<file path="src/exec_config.svh">
// Execute pipeline configuration.
// Word width and instruction immediate field widths.
`ifndef EXEC_CONFIG_SVH
`define EXEC_CONFIG_SVH

// Datapath width.
`define WORD_W 16

// Immediate fields carried in the instruction word.
`define IMM5_W 5
`define IMM8_W 8
`define IMM11_W 11

`endif

</file>
<file path="src/isaPkg.sv">
// Instruction set definitions for the 16-bit teaching processor.
// Opcodes, R-format function codes and the decoded views of one instruction word.
`default_nettype none
`include "exec_config.svh"

package isaPkg;

   //////////////////////////////
   // Opcodes
   //////////////////////////////
   typedef enum logic [4:0] {
      OP_J     = 5'b00100, // PC relative jump.
      OP_JR    = 5'b00101, // Register relative jump.
      OP_ADDI  = 5'b01000,
      OP_SUBI  = 5'b01001, // Imm minus Rs.
      OP_XORI  = 5'b01010,
      OP_ANDNI = 5'b01011,
      OP_BEQZ  = 5'b01100,
      OP_BNEZ  = 5'b01101,
      OP_BLTZ  = 5'b01110,
      OP_BGEZ  = 5'b01111,
      OP_SLBI  = 5'b10010, // Shift left and load byte.
      OP_BTR   = 5'b11001, // Bit reverse.
      OP_RTYPE = 5'b11011, // ADD, SUB, XOR, ANDN by func.
      OP_SEQ   = 5'b11100,
      OP_SLT   = 5'b11101,
      OP_SLE   = 5'b11110,
      OP_SCO   = 5'b11111  // Set on carry out.
   } opcode_e;

   // ALU functions.
   typedef enum logic [1:0] {
      ALU_ADD  = 2'b00, // Sum with carry in.
      ALU_XOR  = 2'b01,
      ALU_ANDN = 2'b10, // AND of conditioned operands.
      ALU_PASS = 2'b11  // Conditioned B operand.
   } aluOp_e;

   // R-format function field.
   localparam logic [1:0] FN_ADD  = 2'b00;
   localparam logic [1:0] FN_SUB  = 2'b01;
   localparam logic [1:0] FN_XOR  = 2'b10;
   localparam logic [1:0] FN_ANDN = 2'b11;

   //////////////////////////////
   // Instruction formats
   //////////////////////////////
   typedef struct packed {
      opcode_e    opcode;
      logic [2:0] rs;
      logic [2:0] rt;
      logic [2:0] rd;
      logic [1:0] func;
   } rFmt_s;

   typedef struct packed {
      opcode_e                opcode;
      logic [2:0]             rs;
      logic [2:0]             rd;
      logic [`IMM5_W-1:0]     imm5;
   } iFmt_s;

   typedef struct packed {
      opcode_e                opcode;
      logic [`IMM11_W-1:0]    imm11; // Branch offset is the low byte.
   } jFmt_s;

   typedef union packed {
      rFmt_s rFmt;
      iFmt_s iFmt;
      jFmt_s jFmt;
   } instrWord_u;

endpackage

`default_nettype wire

</file>
<file path="src/pipePkg.sv">
// Pipeline stage payloads for the execute pipeline.
// Input bundle, decoded bundle between stages and the output bundle.
`default_nettype none
`include "exec_config.svh"

package pipePkg;

   // Into the decode stage.
   typedef struct packed {
      isaPkg::instrWord_u    instr;
      logic [`WORD_W-1:0]    pc;   // Already incremented.
      logic [`WORD_W-1:0]    aVal; // Rs read value.
      logic [`WORD_W-1:0]    bVal; // Rt read value.
   } execIn_s;

   // Decode stage to execute stage.
   typedef struct packed {
      isaPkg::opcode_e       opcode;
      isaPkg::aluOp_e        aluOp;
      logic                  invA;
      logic                  invB;
      logic                  cin;
      logic [`WORD_W-1:0]    aVal;
      logic [`WORD_W-1:0]    bOper;    // Selected B operand.
      logic [`WORD_W-1:0]    brOffset; // Sign extended jump or branch offset.
      logic [`WORD_W-1:0]    pc;
      logic                  isJump;    // J.
      logic                  isJumpReg; // JR.
   } decoded_s;

   // Out of the execute stage.
   typedef struct packed {
      logic [`WORD_W-1:0]    result;
      logic [`WORD_W-1:0]    newPC;
   } execOut_s;

endpackage

`default_nettype wire

</file>
<file path="src/alu.sv">
// Adder based ALU with operand inversion.
// Add, xor, andn and pass, with zero, sign, overflow and carry out flags.
`timescale 1ns/10ps
`default_nettype none
`include "exec_config.svh"

module alu (
   input  wire [`WORD_W-1:0]   a,
   input  wire [`WORD_W-1:0]   b,
   input  wire                 invA,
   input  wire                 invB,
   input  wire                 cin,
   input  wire isaPkg::aluOp_e aluOp,
   output logic [`WORD_W-1:0]  out,
   output logic                zero,
   output logic                sign,
   output logic                ofl,
   output logic                cout
);

   logic [`WORD_W-1:0] aa;    // Conditioned A.
   logic [`WORD_W-1:0] bb;    // Conditioned B.
   logic [`WORD_W-1:0] sum;
   logic               carry;

   assign aa = invA ? ~a : a;
   assign bb = invB ? ~b : b;

   // One adder serves ADD, SUB and the compares.
   assign {carry, sum} = {1'b0, aa} + {1'b0, bb} + {{`WORD_W{1'b0}}, cin};

   always_comb begin
      case (aluOp)
         isaPkg::ALU_ADD:  out = sum;
         isaPkg::ALU_XOR:  out = aa ^ bb;
         isaPkg::ALU_ANDN: out = aa & bb; // Inverted B comes in via invB.
         isaPkg::ALU_PASS: out = bb;
         default:          out = sum;
      endcase
   end

   //////////////////////////////
   // Flags
   //////////////////////////////
   assign zero = (out == '0);
   assign sign = out[`WORD_W-1];
   assign cout = carry;

   // Same sign operands giving a result of the other sign.
   assign ofl  = (aa[`WORD_W-1] == bb[`WORD_W-1]) & (sum[`WORD_W-1] != aa[`WORD_W-1]);

endmodule

`default_nettype wire

</file>
<file path="src/decodeStage.sv">
// Decode stage of the execute pipeline.
// Maps the opcode to ALU controls, picks the B operand and offset, then registers them.
`timescale 1ns/10ps
`default_nettype none
`include "exec_config.svh"

module decodeStage (
   input  wire                     clk,
   input  wire                     rstN,
   input  wire pipePkg::execIn_s   inData,
   input  wire                     inValid,
   output logic                    inReady,
   output pipePkg::decoded_s       decodedData,
   output logic                    decValid,
   input  wire                     execReady
);

   isaPkg::instrWord_u   instr;   // Decoded views of the word.
   pipePkg::decoded_s    decNext; // Next slot contents.
   logic [`WORD_W-1:0]   sImm5;   // Sign extended imm5.
   logic [`WORD_W-1:0]   zImm5;   // Zero extended imm5.
   logic [`WORD_W-1:0]   sImm8;   // Sign extended low byte.
   logic [`WORD_W-1:0]   sImm11;  // Sign extended imm11.
   logic [`WORD_W-1:0]   slbiVal; // Rs shifted by 8 with the byte below.
   logic [`IMM8_W-1:0]   imm8;

   assign instr   = inData.instr;
   assign imm8    = instr.jFmt.imm11[`IMM8_W-1:0];
   assign sImm5   = {{(`WORD_W-`IMM5_W){instr.iFmt.imm5[`IMM5_W-1]}}, instr.iFmt.imm5};
   assign zImm5   = {{(`WORD_W-`IMM5_W){1'b0}}, instr.iFmt.imm5};
   assign sImm8   = {{(`WORD_W-`IMM8_W){imm8[`IMM8_W-1]}}, imm8};
   assign sImm11  = {{(`WORD_W-`IMM11_W){instr.jFmt.imm11[`IMM11_W-1]}}, instr.jFmt.imm11};
   assign slbiVal = {inData.aVal[`WORD_W-`IMM8_W-1:0], imm8};

   //////////////////////////////
   // Control decode
   //////////////////////////////
   always_comb begin
      decNext           = '0;
      decNext.opcode    = instr.rFmt.opcode;
      decNext.aluOp     = isaPkg::ALU_ADD; // Unknown opcodes run as ADD.
      decNext.aVal      = inData.aVal;
      decNext.bOper     = inData.bVal;
      decNext.brOffset  = sImm8;           // Branches and JR.
      decNext.pc        = inData.pc;
      case (instr.rFmt.opcode)
         isaPkg::OP_RTYPE: begin
            case (instr.rFmt.func)
               isaPkg::FN_ADD: decNext.aluOp = isaPkg::ALU_ADD;
               isaPkg::FN_SUB: begin
                  decNext.invA = 1'b1; // Rt minus Rs.
                  decNext.cin  = 1'b1;
               end
               isaPkg::FN_XOR: decNext.aluOp = isaPkg::ALU_XOR;
               isaPkg::FN_ANDN: begin
                  decNext.aluOp = isaPkg::ALU_ANDN;
                  decNext.invB  = 1'b1;
               end
               default: decNext.aluOp = isaPkg::ALU_ADD;
            endcase
         end
         isaPkg::OP_ADDI: decNext.bOper = sImm5;
         isaPkg::OP_SUBI: begin
            decNext.bOper = sImm5;
            decNext.invA  = 1'b1;
            decNext.cin   = 1'b1;
         end
         isaPkg::OP_XORI: begin
            decNext.aluOp = isaPkg::ALU_XOR;
            decNext.bOper = zImm5;
         end
         isaPkg::OP_ANDNI: begin
            decNext.aluOp = isaPkg::ALU_ANDN;
            decNext.invB  = 1'b1;
            decNext.bOper = zImm5;
         end
         isaPkg::OP_SLBI: begin
            decNext.aluOp = isaPkg::ALU_PASS;
            decNext.bOper = slbiVal;
         end
         isaPkg::OP_SEQ, isaPkg::OP_SLT, isaPkg::OP_SLE: begin
            decNext.invA = 1'b1; // Rt minus Rs for the compares.
            decNext.cin  = 1'b1;
         end
         isaPkg::OP_BTR, isaPkg::OP_BEQZ, isaPkg::OP_BNEZ,
         isaPkg::OP_BLTZ, isaPkg::OP_BGEZ: begin
            decNext.bOper = '0; // ALU passes Rs so flags test it.
         end
         isaPkg::OP_J: begin
            decNext.bOper    = '0;
            decNext.brOffset = sImm11;
            decNext.isJump   = 1'b1;
         end
         isaPkg::OP_JR: begin
            decNext.bOper     = '0;
            decNext.isJumpReg = 1'b1;
         end
         default: ; // SCO and unknown use the plain add.
      endcase
   end

   //////////////////////////////
   // Stage register
   //////////////////////////////
   assign inReady = ~decValid | execReady; // Empty slot always accepts.

   always_ff @(posedge clk) begin
      if (!rstN) begin
         decValid <= 1'b0;
      end else if (inReady) begin
         decValid <= inValid;
      end
   end

   always_ff @(posedge clk) begin
      if (inValid && inReady) begin
         decodedData <= decNext; // Payload loads on transfer only.
      end
   end

endmodule

`default_nettype wire

</file>
<file path="src/executeStage.sv">
// Execute stage of the pipeline.
// Runs the ALU, forms the set, reverse and ALU results, resolves branches and the next PC.
`timescale 1ns/10ps
`default_nettype none
`include "exec_config.svh"

module executeStage (
   input  wire                      clk,
   input  wire                      rstN,
   input  wire pipePkg::decoded_s   decodedData,
   input  wire                      decValid,
   output logic                     execReady,
   output pipePkg::execOut_s        outData,
   output logic                     outValid,
   input  wire                      outReady
);

   logic [`WORD_W-1:0] aluOut;
   logic               zero, sign, ofl, cout;
   logic               less;     // Signed negative after overflow fix.
   logic               brTaken;  // Conditional branch outcome.
   logic [`WORD_W-1:0] jumpBase; // PC or Rs.
   logic [`WORD_W-1:0] target;
   logic [`WORD_W-1:0] pcNext;   // Selected next PC.
   pipePkg::execOut_s  outNext;

   alu alu0 (
      .a     (decodedData.aVal),
      .b     (decodedData.bOper),
      .invA  (decodedData.invA),
      .invB  (decodedData.invB),
      .cin   (decodedData.cin),
      .aluOp (decodedData.aluOp),
      .out   (aluOut),
      .zero  (zero),
      .sign  (sign),
      .ofl   (ofl),
      .cout  (cout)
   );

   assign less = sign ^ ofl;

   //////////////////////////////
   // Result word
   //////////////////////////////
   always_comb begin
      outNext.newPC = pcNext;
      case (decodedData.opcode)
         isaPkg::OP_SEQ: outNext.result = {{(`WORD_W-1){1'b0}}, zero};
         isaPkg::OP_SLT: outNext.result = {{(`WORD_W-1){1'b0}}, less};
         isaPkg::OP_SLE: outNext.result = {{(`WORD_W-1){1'b0}}, less | zero};
         isaPkg::OP_SCO: outNext.result = {{(`WORD_W-1){1'b0}}, cout}; // Carry of Rs + Rt.
         isaPkg::OP_BTR: begin
            for (int i = 0; i < `WORD_W; i++) begin
               outNext.result[i] = decodedData.aVal[`WORD_W-1-i];
            end
         end
         default:        outNext.result = aluOut;
      endcase
   end

   //////////////////////////////
   // Next PC
   //////////////////////////////
   always_comb begin
      case (decodedData.opcode)
         isaPkg::OP_BEQZ: brTaken = zero;  // ALU output is Rs here.
         isaPkg::OP_BNEZ: brTaken = ~zero;
         isaPkg::OP_BLTZ: brTaken = sign;
         isaPkg::OP_BGEZ: brTaken = ~sign;
         default:         brTaken = 1'b0;
      endcase
   end

   assign jumpBase = decodedData.isJumpReg ? decodedData.aVal : decodedData.pc;
   assign target   = jumpBase + decodedData.brOffset;
   assign pcNext   = (decodedData.isJump | decodedData.isJumpReg | brTaken) ?
                     target : decodedData.pc;

   //////////////////////////////
   // Stage register
   //////////////////////////////
   assign execReady = ~outValid | outReady;

   always_ff @(posedge clk) begin
      if (!rstN) begin
         outValid <= 1'b0;
      end else if (execReady) begin
         outValid <= decValid;
      end
   end

   always_ff @(posedge clk) begin
      if (decValid && execReady) begin
         outData <= outNext;
      end
   end

endmodule

`default_nettype wire

</file>
<file path="src/execPipe.sv">
// Execute pipeline top level.
// Decode slot followed by execute slot, valid/ready on both ends.
`timescale 1ns/10ps
`default_nettype none

module execPipe (
   input  wire                      clk,
   input  wire                      rstN,
   input  wire pipePkg::execIn_s    inData,
   input  wire                      inValid,
   output logic                     inReady,
   output pipePkg::execOut_s        outData,
   output logic                     outValid,
   input  wire                      outReady
);

   pipePkg::decoded_s decodedData; // Between stages.
   logic              decValid;
   logic              execReady;

   decodeStage decode0 (
      .clk         (clk),
      .rstN        (rstN),
      .inData      (inData),
      .inValid     (inValid),
      .inReady     (inReady),
      .decodedData (decodedData),
      .decValid    (decValid),
      .execReady   (execReady)
   );

   executeStage execute0 (
      .clk         (clk),
      .rstN        (rstN),
      .decodedData (decodedData),
      .decValid    (decValid),
      .execReady   (execReady),
      .outData     (outData),
      .outValid    (outValid),
      .outReady    (outReady)
   );

endmodule

`default_nettype wire

</file>
<file path="config.mk">
export PLATFORM = sky130hd
export DESIGN_NAME = execPipe
export DESIGN_NICKNAME = d
export VERILOG_FILES = /design/src/isaPkg.sv /design/src/pipePkg.sv /design/src/alu.sv /design/src/decodeStage.sv /design/src/executeStage.sv /design/src/execPipe.sv
export VERILOG_INCLUDE_DIRS = /design/src
export SDC_FILE = /design/constraint.sdc
export NUM_CORES = 1
export LEC_CHECK = 0
export ABC_AREA = 1
export BUFFER_PORTS_ARGS = -buffer_cell sky130_fd_sc_hd__clkbuf_2
export CAP_MARGIN = 40
export CORE_MARGIN = 2
export CORE_UTILIZATION = 50
export CTS_CLUSTER_DIAMETER = 150
export DETAILED_ROUTE_END_ITERATION = 6
export PLACE_DENSITY = 0.71
export SETUP_SLACK_MARGIN = 0.02
export SLEW_MARGIN = 20
export SYNTH_ARGS = -nofsm -noshare
export SYNTH_HDL_FRONTEND = slang
export SYNTH_HIERARCHICAL = 1
export SYNTH_SLANG_ARGS = --single-unit
</file>
<file path="constraint.sdc">
create_clock -name clk -period 7.9 [get_ports clk]
set_input_delay 0.395 -clock clk [delete_from_list [all_inputs] [get_ports clk]]
set_output_delay 0.395 -clock clk [all_outputs]
set_load 0.02 [all_outputs]
</file>
== After elaboration in Yosys (flattened, before gate mapping) ==
Index checks and enable logic that the tools add are counted.
Widths: inputs -> output; s select.
Word-level totals
  flip-flop bits (word level): 109
  input bits: 68
  output and inout port bits: 34
  word-level logic and storage cells: 90
Operators by class
  add/sub/neg operators: 3
  equality and inequality tests: 33
  multiplexer cells: 17
  bitwise logic cells: 15
  reductions and logical operators: 8
Operators by type and width (number)
  $pmux 16 s4: 2
  $mux 16: 5
  $pmux 16 s5: 1
  $eq 5x4->1 const B: 12
  $eq 5x5->1 const B: 11
  $not 16->16: 2
  $add 16x16->17: 1
  $add 17x1->17: 1
  $add 16x16->16: 1
  $and 16x16->16: 1
  $logic_not 16->1: 1
  $xor 16x16->16: 1
  $eq 5x3->1 const B: 2
  $eq 2x2->1 const B: 4
  $pmux 2 s4: 1
  $reduce_or 7->1: 1
  $or 1x1->1: 5
  $eq 2x1->1 const B: 2
  $mux 1: 4
  $not 1->1: 4
  $pmux 1 s2: 2
  $pmux 1 s4: 1
  $pmux 2 s2: 1
  $reduce_or 2->1: 2
  7 further kinds: 8

== Depth between registers and ports, before layout ==
Gate-level depths: netlist (run 1).
  depth in word-level cells: 10
  gate-level depth with buffers: 26

== By module ==
The synthesis (run 1) kept the hierarchy.
By module, submodules not included
  decodeStage: instances 1, cells each 204, area each 2822.7 µm², sequential area each 2122.0 µm²
  executeStage: instances 1, cells each 392, area each 2713.9 µm², sequential area each 980.9 µm²
  alu: instances 1, cells each 364, area each 1913.1 µm², sequential area each 0.0 µm²

== Least setup slack after synthesis (run 1) ==
OpenSTA, ideal clock, no wires.
  path type: input to register
  from: in outReady
  to: reg, netlist name decode0/decodedData[0]
  arrival time: 3.922 ns
  data required time: 7.379 ns
  setup slack: 3.457 ns
  cell stages on the path: 4
  path buffers: 0
  cell sequence: inv_1 nand2_1 inv_1 a21oi_1
On the way
  cells in the longest elaborated chain, start to end: 3
Ends and longest elaborated chain
  from (decl): RTL line execPipe.sv:14  | input wire outReady
  $or 1x1->1: RTL line executeStage.sv:83  | assign execReady = ~outValid | outReady;
  named net execReady: RTL line execPipe.sv:19  | logic execReady;
  $or 1x1->1: RTL line decodeStage.sv:105  | assign inReady = ~decValid | execReady;
  $logic_and 1x1->1: RTL line decodeStage.sv:116  | if (inValid && inReady) begin
The timed path passes the listed nets, and every way through them passes these cells.
A chain may end at the register's enable or synchronous reset.

==> metrics, run 1 <==
Stages on worst setup path 20; Residual DRC 0; Pleak 4.228 nW; startpoint types register; Final setup viols 0; number of cell rows 44; via count 6565; Worst path max stage delay 0.81 ns; most frequent cells in the layout nand2_1 (293), inv_1 (163), edfxtp_1 (102); syn_nets 1062; maximum clock rate 203.9 MHz; Worst EP required 8.02 ns; min-delay src inData[34]; worst-skew pair later-pin latency 0.37 ns; Mapped Area 0.007450 mm2; period utilization 0.6209; port buffer count 101; reg-to-reg startpoint decode0/decodedData[67]; Synth warnings 6; Register-to-Register Setup Slack 3.00 ns; Cell Area, Placed 0.008041 mm2; R2R depth 20; first-pass GRT wire length 31930 um; htree depth 3; register area share after synthesis 0.4165; share of flip-flops with an asynchronous set or reset 0; type of destination of the critical path register; Area Overhead vs Synth 12.03%; Ant. Diodes 0; DRT iter0 DRCs 672; class of the worst hold path input port to register; overall routed net length 20180 um; CTS Hold Bufs 0; Post-synth EDFFs 102; DP Wirelength 15790 um; Initial Utilization 0.5126; Die Span Y 126.1 um; Worst-Margin Slew 0.8308 ns; Num CTS Buffers 9; Worst-path clk slew 0.08 ns; Cell variety after synth 42; Critical Path AT 5.02 ns; RSZ-0062 raised after global routing false; setup TNS 0 ns; Placer Congestion 0.9462; synthesized flop and latch total 104; die area 0.01589 mm2; routed vias/inst 5.307; vias in the first global route 6193; predominant post-synthesis flop cell edfxtp_1; slowest cell on the critical path edfxtp_1; CTS Sinks 104; Worst R2R End execute0/outData[12]; CP most frequent cell nand3_1; CP cell instances inv_1, nand2_1, nand2_1, fa_1, fa_1, or2_2, nand3_1, nand4_1, a21oi_1, nand3_1, nor2_1, nand3_1, nor2_1, inv_1, nand3_1, nand2_1, nor2_2, nand2_2, nand3_1, nand2_1; Crit path buffers/inverters 2; minimum clock period 4.905 ns; Root Buffer clkbuf_16; Final nets 1150; gr usage total 0.2575; CP Max Fanout 22; first drt pass iteration count 5; PD cells 197.2 mW/mm2; setup bufs post-CTS 0; number of antenna-violating nets in the routed design 0; Slew Limit Headroom 0.4449; Max IR drop VDD 0.1238 mV; status completed; cell family with most CP delay simple AND/OR/NAND/NOR gates; layout cells sized above 1 0.1510; antenna violations before repair 0; design area 0.008346 mm2; largest net degree at the start of global routing 51; DR WL/cell 16.31 um; Critical Path Start decode0/decodedData[67]; Max Root-Sink Buffers 2; Core Box Area 0.01453 mm2; I/O pin count 102; post-cts resize count 0; Setup CP Type register to register; skew final 0.01152 ns; Max-Cap Viols 0; final hold vios 0; FILL cells 1395; die span in x 126.1 um; Gate Count Post-Synth 960; Worst setup endpoint execute0/outData[12]; commonest non-fill, non-tap cell in the layout nand2_1; CTS tree yes; Slew Limit Fails 0; final global-route overflow total 0; Avg Cell Area, Syn 7.760 um2
==> kinds of logic after synthesis <==
family                     share of synthesized area
AOI/OAI and AO/OA                            0.07340
xor gates and xnor gates                     0.04115
adders and majority gates                    0.06013
buffers and inverters                         0.1142
DFF                                           0.4165
and+or+nand+nor                               0.2946
==> final cells by class <==
type | instances | area [um2] | share of cell area
Clock buffer | 9 | 225.2 | 0.02699
Clock inverter | 7 | 63.81 | 0.007646
Inverter | 169 | 634.4 | 0.07601
Multi-Input combinational cell | 659 | 3518 | 0.4216
Sequential cell | 104 | 3103 | 0.3718
Tap cell | 184 | 230.2 | 0.02759
Timing Repair Buffer | 105 | 570.5 | 0.06837
==> registers in the layout (all words and copies together) (netlist names) <==
| name | cells |
|---|---|
| decode0/decValid | 1 |
| execute0/outValid | 1 |
| decode0/decodedData | 70 |
| execute0/outData | 32 |
==> through the flow <==
step / util / total power [mW] / cells / hold slack (ns) / setup slack, ns
floorplan: - / 1.065 / 960 / 0.4711 / 3.457
detailed placement: 0.5533 / 1.207 / 1220 / 0.5486 / 3.090
global route: 0.5742 / 1.743 / 1237 / 0.1862 / 2.472
finish: 0.5742 / 1.646 / 1237 / 0.1993 / 2.995
global placement: 0.5504 / 1.202 / 1218 / 0.5444 / 3.302
CTS: 0.5732 / 1.646 / 1236 / 0.1909 / 3.048
==> routing by layer <==
metal,global-route usage,vias up,share of wire
met3,0.05183,33,0.072
met2,0.4042,253,0.46
met4,0.08016,0,0.019
met1,0.3614,2991,0.45
li1,-,3288,-
met5,0,-,0
==> cells in the mapped netlist, types with 2 or more instances <==
| cell type | count | area [um2] |
|---|---|---|
| fa_1 | 3 | 60.06 |
| edfxtp_1 | 102 | 3063 |
| buf_6 | 3 | 33.78 |
| o211ai_1 | 8 | 60.06 |
| dfxtp_1 | 2 | 40.04 |
| inv_2 | 6 | 22.52 |
| buf_12 | 2 | 40.04 |
| nand3_2 | 12 | 120.1 |
| ha_1 | 31 | 387.9 |
| nand3_1 | 86 | 430.4 |
| o22ai_1 | 17 | 106.4 |
| nor2_4 | 5 | 56.30 |
| o21ai_0 | 16 | 80.08 |
| o21bai_1 | 2 | 15.01 |
| buf_2 | 4 | 20.02 |
| xor2_1 | 32 | 280.3 |
| nand2_1 | 293 | 1100 |
| nand3b_1 | 5 | 37.54 |
| nand4_1 | 14 | 87.58 |
| nor3_1 | 3 | 15.01 |
| nand2_2 | 5 | 31.28 |
| o21ai_1 | 6 | 30.03 |
| nor2_1 | 56 | 210.2 |
| buf_4 | 11 | 82.58 |
| xnor2_1 | 3 | 26.28 |
| a22oi_1 | 2 | 15.01 |
| or2_2 | 3 | 18.77 |
| a21oi_1 | 37 | 185.2 |
| nor2_2 | 3 | 18.77 |
| and2_1 | 6 | 37.54 |
| a21boi_0 | 2 | 15.01 |
| inv_1 | 163 | 611.8 |
| clkbuf_1 | 7 | 26.28 |
| or2_1 | 2 | 12.51 |
==> worst min path at each step <==
stage	cells after the start	to	slack [ns]
after global placement	2	decode0/decValid	0.54
after detailed placement	2	execute0/outValid	0.55
final	1	decode0/decodedData[4]	0.20
after global routing	1	decode0/decodedData[3]	0.19
after CTS	1	decode0/decodedData[4]	0.19
after floorplan	2	execute0/outValid	0.47
==> power breakdown <==
group          internal, mW  switching, mW  leakage (nW)  total, mW
combinational         0.177          0.344          3.08      0.521
sequential            0.659         0.0255          1.01      0.684
clock                 0.221          0.219         0.141      0.440
total                  1.06          0.589          4.23       1.65
==> worst register-to-register path: cells and delay by family (launching register included) <==
kind	cells	cell delay, ns
flip-flops	1	0.81
adder cells (fa/ha/maj)	2	0.90
buffers and inverters	2	0.25
AND/OR/NAND/NOR	15	2.54
AO/OA/AOI/OAI	1	0.17
No activity file was read; power rests on OpenSTA's default activity.
==> inputs of run 2 (changes only) <==
--- a/config.mk
+++ b/config.mk
@@ -6,14 +6,14 @@
 export SDC_FILE = /design/constraint.sdc
 export NUM_CORES = 1
 export LEC_CHECK = 0
-export ABC_AREA = 1
+export ABC_AREA = 0
 export BUFFER_PORTS_ARGS = -buffer_cell sky130_fd_sc_hd__clkbuf_2
 export CAP_MARGIN = 40
 export CORE_MARGIN = 2
 export CORE_UTILIZATION = 50
 export CTS_CLUSTER_DIAMETER = 150
 export DETAILED_ROUTE_END_ITERATION = 6
-export PLACE_DENSITY = 0.71
+export PLACE_DENSITY = 0.74
 export SETUP_SLACK_MARGIN = 0.02
 export SLEW_MARGIN = 20
 export SYNTH_ARGS = -nofsm -noshare
==> constraint.sdc (replaced) <==
create_clock -name clk -period 4.3 [get_ports clk]
set_input_delay 0.215 -clock clk [delete_from_list [all_inputs] [get_ports clk]]
set_output_delay 0.215 -clock clk [all_outputs]
set_load 0.02 [all_outputs]
==> run 2 against run 1 <==
Compared with the run above: the flow now finishes with violations (setup timing); synthesized cell count is 32% lower; first-iteration DRC count down 19%; flip-flop and latch count unchanged; clock skew decreased by 0.0054 ns; sequential power rose by 84%; fmax up 11%; core utilization grew 7.1 points; largest cell class unchanged.
==> metrics, run 2 <==
Gate Count Post-Synth 653 (-32%); Avg Cell Area, Syn 10.71 um2 (+38%); Worst-Margin Slew 0.7837 ns (-0.04706 ns); register area share after synthesis 0.4437 (+0.02720); status finished with violations; top post-synthesis cells by count edfxtp_1 (102), nand2_1 (60), nand3_1 (44), xor2_1 (38), a21oi_1 (36); Setup WS post-layout -0.1222 ns (-3.117 ns); Flop pwr share 0.376 (-0.040); Root Buffer clkbuf_16; type of destination of the critical path register; Area Overhead vs Synth 27.05%; Num CTS Buffers 9 (unchanged); violations in the final reports setup timing; Final nets 923 (-20%); Worst path max stage delay 0.41 ns (-0.40 ns); Worst R2R End execute0/outData[15]; logic gate share of total power 0.364 (+0.047); Max Root-Sink Buffers 2 (unchanged); die span in x 122.3 um (-3.0%); first drt pass iteration count 5 (unchanged); maximum clock rate 226.1 MHz (+11%); most frequent cells in the layout edfxtp_1 (102), clkbuf_2 (101), buf_4 (88); startpoint types register; slowest cell on the critical path or3b_4; CTS Sinks 104 (unchanged); Slew Limit Fails 0 (unchanged); number of antenna-violating nets in the routed design 0 (unchanged); period utilization 1.028 (+0.4076); largest net degree at the start of global routing 40 (-22%); Die Span Y 122.3 um (-3.0%); I/O pin count 102 (unchanged); RSZ-0062 raised after global routing true; Slew Limit Headroom 0.4775 (+0.03261); top-count cell post-synth edfxtp_1; Critical Path AT 4.49 ns (-0.53 ns); Max IR drop VDD 0.2242 mV (+81%); NetSw 1.056 mW (+79%); Int Pwr 2.308 mW (+120%); final hold vios 0 (unchanged); worst-skew pair later-pin latency 0.36 ns (about the same); port buffer count 101 (unchanged); Biggest register decode0/decodedData; first-pass GRT wire length 29210 um (-8.5%); minimum clock period 4.422 ns (-0.4827 ns); die area 0.01495 mm2 (-5.9%); switching part of the total 0.3139 (-0.04381); Core Box Area 0.01377 mm2 (-5.2%); CP Max Fanout 8 (-64%); WHS Endpoint decode0/decodedData[64]; htree depth 3 (unchanged); clock power share 0.260 (-0.007); Pleak 3.652 nW (-14%); skew final 0.006110 ns (-0.005405 ns); final global-route overflow total 0 (unchanged); syn_nets 755 (-29%); via count 5923 (-9.8%); cell taking the most area after synthesis edfxtp_1; PD cells 378.7 mW/mm2 (+92%); gr usage total 0.2556 (-0.001901); Mapped Area 0.006993 mm2 (-6.1%); CP cell instances buf_6, buf_4, xor2_1, ha_1, a21o_1, a21o_1, a221oi_4, or3_4, a31oi_4, or3b_4, nor4_4, mux2i_1, xor2_1, o31ai_4, nand3b_1, a21oi_2, mux2_4, a2111oi_4; Largest regs decode0/decodedData (70), execute0/outData (32); Tot Pwr 3.364 mW (+100%); Yosys top cell area share 0.4380 (+0.02685); layout cells sized above 1 0.3632 (+0.2122); share of flip-flops with an asynchronous set or reset 0 (unchanged); final cell count without fillers 1006 (-19%); Initial Utilization 0.5077 (-0.004847); commonest non-fill, non-tap cell in the layout edfxtp_1; routed vias/inst 5.888 (+11%); worst hold path depth 1 (unchanged); Final setup viols 9 (+9); overall routed net length 19650 um (-2.6%); DP Wirelength 14080 um (-11%); Register-to-Register Setup Slack -0.12 ns (-3.12 ns); setup TNS -0.5496 ns (-0.5496 ns); DR WL/cell 19.53 um (+20%); min-delay src inData[30]; max reg flops 70 (unchanged); Cell variety after synth 80 (+90%); Hold WS 0.02932 ns (-0.1700 ns); class of the worst hold path input port to register; CTS tree yes; Worst EP required 4.37 ns (-3.65 ns); R2R depth 18 (-10%); Placer Congestion 0.9469 (about the same); number of cell rows 43 (-2.3%); antenna violations before repair 0 (unchanged); synthesized flop and latch total 104 (unchanged); predominant post-synthesis flop cell edfxtp_1; largest cells by area after synthesis edfxtp_1 (44%), ha_1 (5.5%), xor2_1 (4.8%); Setup WS pre-CTS -0.2758 ns (-3.366 ns); vias in the first global route 5739 (-7.3%); CTS Hold Bufs 0 (unchanged); placed cell count 970 (-20%); Residual DRC 0 (unchanged); Ant. Diodes 0 (unchanged); Worst-path clk slew 0.07 ns (about the same); Setup CP Type register to register; Max-Cap Viols 0 (unchanged); DRT iter0 DRCs 547 (-19%); reg-to-reg startpoint decode0/decodedData[66]; Synth warnings 6 (unchanged); Post-synth EDFFs 102 (unchanged)
-- run 2: changes by cell type after synthesis, moves of 8 or more --
cell / previous run / this run
a21o_1: 0 / 10
buf_2: 4 / 14
inv_1: 163 / 16
mux2_2: 0 / 16
mux2i_1: 0 / 12
nand2_1: 293 / 60
nand2b_1: 0 / 9
nand3_1: 86 / 44
nand3_2: 12 / 0
nor2_1: 56 / 35
nor2b_1: 0 / 8
o211ai_1: 8 / 27
o22ai_1: 17 / 2
xnor2_1: 3 / 15
-- run 2: worst max path at each step --
stage,start,to,slack (ns)
CTS,decode0/decodedData[50],execute0/outData[15],-0.11
detailed placement,decode0/decodedData[66],execute0/outData[15],-0.28
floorplan,decode0/decodedData[66],execute0/outData[0],-0.24
global route,decode0/decodedData[50],execute0/outData[15],-0.31
finish,decode0/decodedData[66],execute0/outData[15],-0.12
global placement,decode0/decodedData[66],execute0/outData[15],-0.15
-- run 2: final cells by class --
type	count	area [um2]
fillers	1086	4888
multi-input cells	490	3856
flip-flops and latches	104	3103
repair buffers	200	1320
clock buffers	10	229.0
well taps	180	225.2
clock inverters	6	91.34
inverters	16	60.06
-- run 2: cells by family after synthesis --
family                   Yosys count  synth area share
buffers and inverters             59           0.04437
AO/OA/AOI/OAI                    156            0.1637
XOR/XNOR                          53           0.06638
AND/OR/NAND/NOR                  214            0.1603
multiplexers                      33           0.05743
adder cells (fa/ha/maj)           34           0.06405
flip-flops                       104            0.4437
-- run 2: repair_timing --
action,4_1_cts,5_1_grt
gates cloned,1,3
setup endpoints to repair,16,16
pin swaps,11,13
setup buffers,8,8
gates resized for setup,19,31
-- run 2: worst max-delay path: cells and delay by family (launching register included) --
family / cells / cell delay (ns)
AO/OA/AOI/OAI: 7 / 1.35
AND/OR/NAND/NOR: 4 / 1.04
flip-flops: 1 / 0.40
XOR/XNOR: 2 / 0.35
adder cells (fa/ha/maj): 1 / 0.33
multiplexers: 2 / 0.33
buffers and inverters: 2 / 0.33
-- run 2: power by group through the flow --
stage	clock (mW)	sequential [mW]	combinational [mW]
floorplan	0	1.30	0.665
global placement	0	1.28	1.04
detailed placement	0	1.28	1.07
CTS	0.881	1.26	1.13
global route	0.917	1.27	1.32
finish	0.874	1.26	1.23
-- run 2: per-layer routing --
metal | up-vias | GRT usage | share of wire
li1 | 2784 | - | -
met1 | 2845 | 0.3379 | 0.42
met2 | 252 | 0.4316 | 0.49
met3 | 42 | 0.04275 | 0.059
met4 | 0 | 0.07759 | 0.029
met5 | - | 0 | 0
-- run 2: per-stage QoR --
step	instance area (um2)	utilization
finish	8885	0.6451
detailed placement	8128	0.5901
CTS	8618	0.6257
floorplan	7078	-
global placement	8128	0.5901
global route	8885	0.6451
==> inputs of run 3 (changes only) <==
--- a/config.mk
+++ b/config.mk
@@ -8,7 +8,7 @@
 export LEC_CHECK = 0
 export ABC_AREA = 0
 export BUFFER_PORTS_ARGS = -buffer_cell sky130_fd_sc_hd__clkbuf_2
-export CAP_MARGIN = 40
+export CAP_MARGIN = 10
 export CORE_MARGIN = 2
 export CORE_UTILIZATION = 50
 export CTS_CLUSTER_DIAMETER = 150
@@ -20,3 +20,4 @@
 export SYNTH_HDL_FRONTEND = slang
 export SYNTH_HIERARCHICAL = 1
 export SYNTH_SLANG_ARGS = --single-unit
+export TNS_END_PERCENT = 1
==> run 3 against run 2 <==
Compared with the run above: the flow still finishes with violations (setup timing); register-to-register slack lost 0.08 ns; combinational power shrank 9%; final area shrank 4.0%.
==> metrics, run 3 (synthesis gave the netlist of run 2 again) <==
first drt pass iteration count 7 (+2); Cell Area, Placed 0.008069 mm2 (-0.72%); placed cell count 961 (-0.93%); Max Root-Sink Buffers 2 (unchanged); Placer Congestion 0.8987 (-5.1%); CTS Sinks 104 (unchanged); layout cells sized above 1 0.3242 (-0.03897); class of the worst hold path input port to register; Biggest register decode0/decodedData; overall routed net length 17860 um (-9.1%); Area Overhead vs Synth 21.92%; Worst-Margin Slew 0.9442 ns (+0.1605 ns); htree depth 3 (unchanged); Setup WS post-layout -0.2019 ns (-0.07965 ns); status finished with violations; die area 0.01495 mm2 (unchanged); Core Box Area 0.01377 mm2 (unchanged); die span in x 122.3 um (unchanged); number of cell rows 43 (unchanged); Residual DRC 0 (unchanged); reg-to-reg startpoint decode0/decodedData[66]; Worst R2R End execute0/outData[15]; final hold vios 0 (unchanged); commonest non-fill, non-tap cell in the layout edfxtp_1; maximum clock rate 222.1 MHz (-1.8%); routed vias/inst 5.800 (-1.5%); CP Max Fanout 5 (-3); Num CTS Buffers 9 (unchanged); vias in the first global route 5538 (-3.5%); first-pass GRT wire length 27990 um (-4.2%); DRT iter0 DRCs 510 (-6.8%); gr usage total 0.2432 (-0.01233); Root Buffer clkbuf_16; number of antenna-violating nets in the routed design 0 (unchanged); startpoint types register; I/O pin count 102 (unchanged); Final nets 902 (-2.3%); Final Core Density 0.6190 (-0.02607); NetSw 1.001 mW (-5.2%); final global-route overflow total 0 (unchanged); Hold WS 0.03217 ns (+0.002853 ns); worst-skew pair later-pin latency 0.36 ns (about the same); Initial Utilization 0.5077 (unchanged); logic gate share of total power 0.350 (-0.014); Critical Path AT 4.66 ns (+0.17 ns); CTS Hold Bufs 0 (unchanged); period utilization 1.047 (+0.01852); Max IR drop VDD 0.2347 mV (+4.7%); CTS tree yes; Final setup viols 5 (-4); clock power share 0.255 (-0.005); largest net degree at the start of global routing 49 (+23%); PD cells 375.0 mW/mm2 (-0.97%); Pleak 3.523 nW (-3.5%); final cell count without fillers 985 (-2.1%); Worst-path clk slew 0.07 ns (about the same); Flop pwr share 0.395 (+0.019); Setup WS pre-CTS -0.3744 ns (-0.09856 ns); violations in the final reports setup timing; Setup CP Type register to register; Max-Cap Viols 0 (unchanged); type of destination of the critical path register; Die Span Y 122.3 um (unchanged); skew final 0.01477 ns (+0.008657 ns); DP Wirelength 13430 um (-4.6%); R2R depth 18 (unchanged); antenna violations before repair 0 (unchanged); Ant. Diodes 0 (unchanged); RSZ-0062 raised after global routing true; Critical Path Start decode0/decodedData[66]; Worst EP required 4.46 ns (+0.09 ns); port buffer count 101 (unchanged); minimum clock period 4.502 ns (+0.07965 ns); Slew Limit Headroom 0.3705 (-0.1070); switching part of the total 0.3131 (-0.0007876); FILL cells 1135 (+4.5%); setup TNS -0.6961 ns (-0.1465 ns); Worst setup endpoint execute0/outData[15]; Int Pwr 2.196 mW (-4.9%); DR WL/cell 18.14 um (-7.2%); via count 5713 (-3.5%); design area 0.008526 mm2 (-4.0%); Register-to-Register Setup Slack -0.20 ns (-0.08 ns); Slew Limit Fails 0 (unchanged); Tot Pwr 3.197 mW (-5.0%); max reg flops 70 (unchanged); most frequent cells in the layout edfxtp_1 (102), clkbuf_2 (101), buf_4 (74); Largest regs decode0/decodedData (70), execute0/outData (32)
==> run 3: power groups by stage <==
stage | clock (mW) | sequential [mW] | combinational, mW
2_1_floorplan | 0 | 1.30 | 0.664
3_3_place_gp | 0 | 1.28 | 1.03
5_1_grt | 0.866 | 1.27 | 1.22
6_report | 0.816 | 1.26 | 1.12
3_5_place_dp | 0 | 1.28 | 1.05
4_1_cts | 0.829 | 1.26 | 1.08
==> run 3: how the worst min path moves through the flow <==
stage,depth (start not counted),slack (ns),to,from
global route,1,0.02,decode0/decodedData[4],inData[34]
floorplan,0,0.31,decode0/decodedData[10],inData[40]
finish,1,0.03,decode0/decodedData[17],inData[47]
detailed placement,1,0.39,decode0/decodedData[58],inData[24]
global placement,1,0.39,decode0/decodedData[7],inData[37]
CTS,1,0.03,decode0/decodedData[7],inData[37]
==> run 3: timing repair <==
item                                    4_1_cts  5_1_grt
gates cloned                                  0        0
endpoints found under the setup margin       16       16
setup buffers                                 6        2
pin swaps                                    12        7
resized for setup                            15        9
==> run 3: area by class of cell <==
cell class              count  area, um2  share of cell area
multi-input cells         490       3716              0.4359
repair buffers            179       1124              0.1318
inverters                  16      60.06            0.007044
clock inverters             5      65.06            0.007631
well taps                 180      225.2             0.02642
clock buffers              11      232.7             0.02730
flip-flops and latches    104       3103              0.3640
==> run 3: critical path, cell delays in order (launching register included) <==
cell	delay (ns)
edfxtp_1	0.49
buf_6	0.18
buf_4	0.17
xor2_1	0.18
ha_1	0.34
a21o_1	0.22
a21o_1	0.20
a221oi_4	0.34
or3_1	0.19
a31oi_2	0.13
or3b_4	0.43
nor4_4	0.24
mux2i_1	0.12
xor2_1	0.23
o31ai_4	0.10
nand3b_1	0.11
a21oi_1	0.07
mux2_4	0.33
a2111oi_4	0.21
==> run 3: per-layer routing <==
layer,wire (um),share of wire,GRT usage,vias to the layer above
li1,-,-,-,2742
met1,7729,0.43,0.3279,2706
met2,8400,0.47,0.3865,221
met3,1065,0.060,0.05019,44
met4,668,0.037,0.09483,0
met5,0,0,0,-
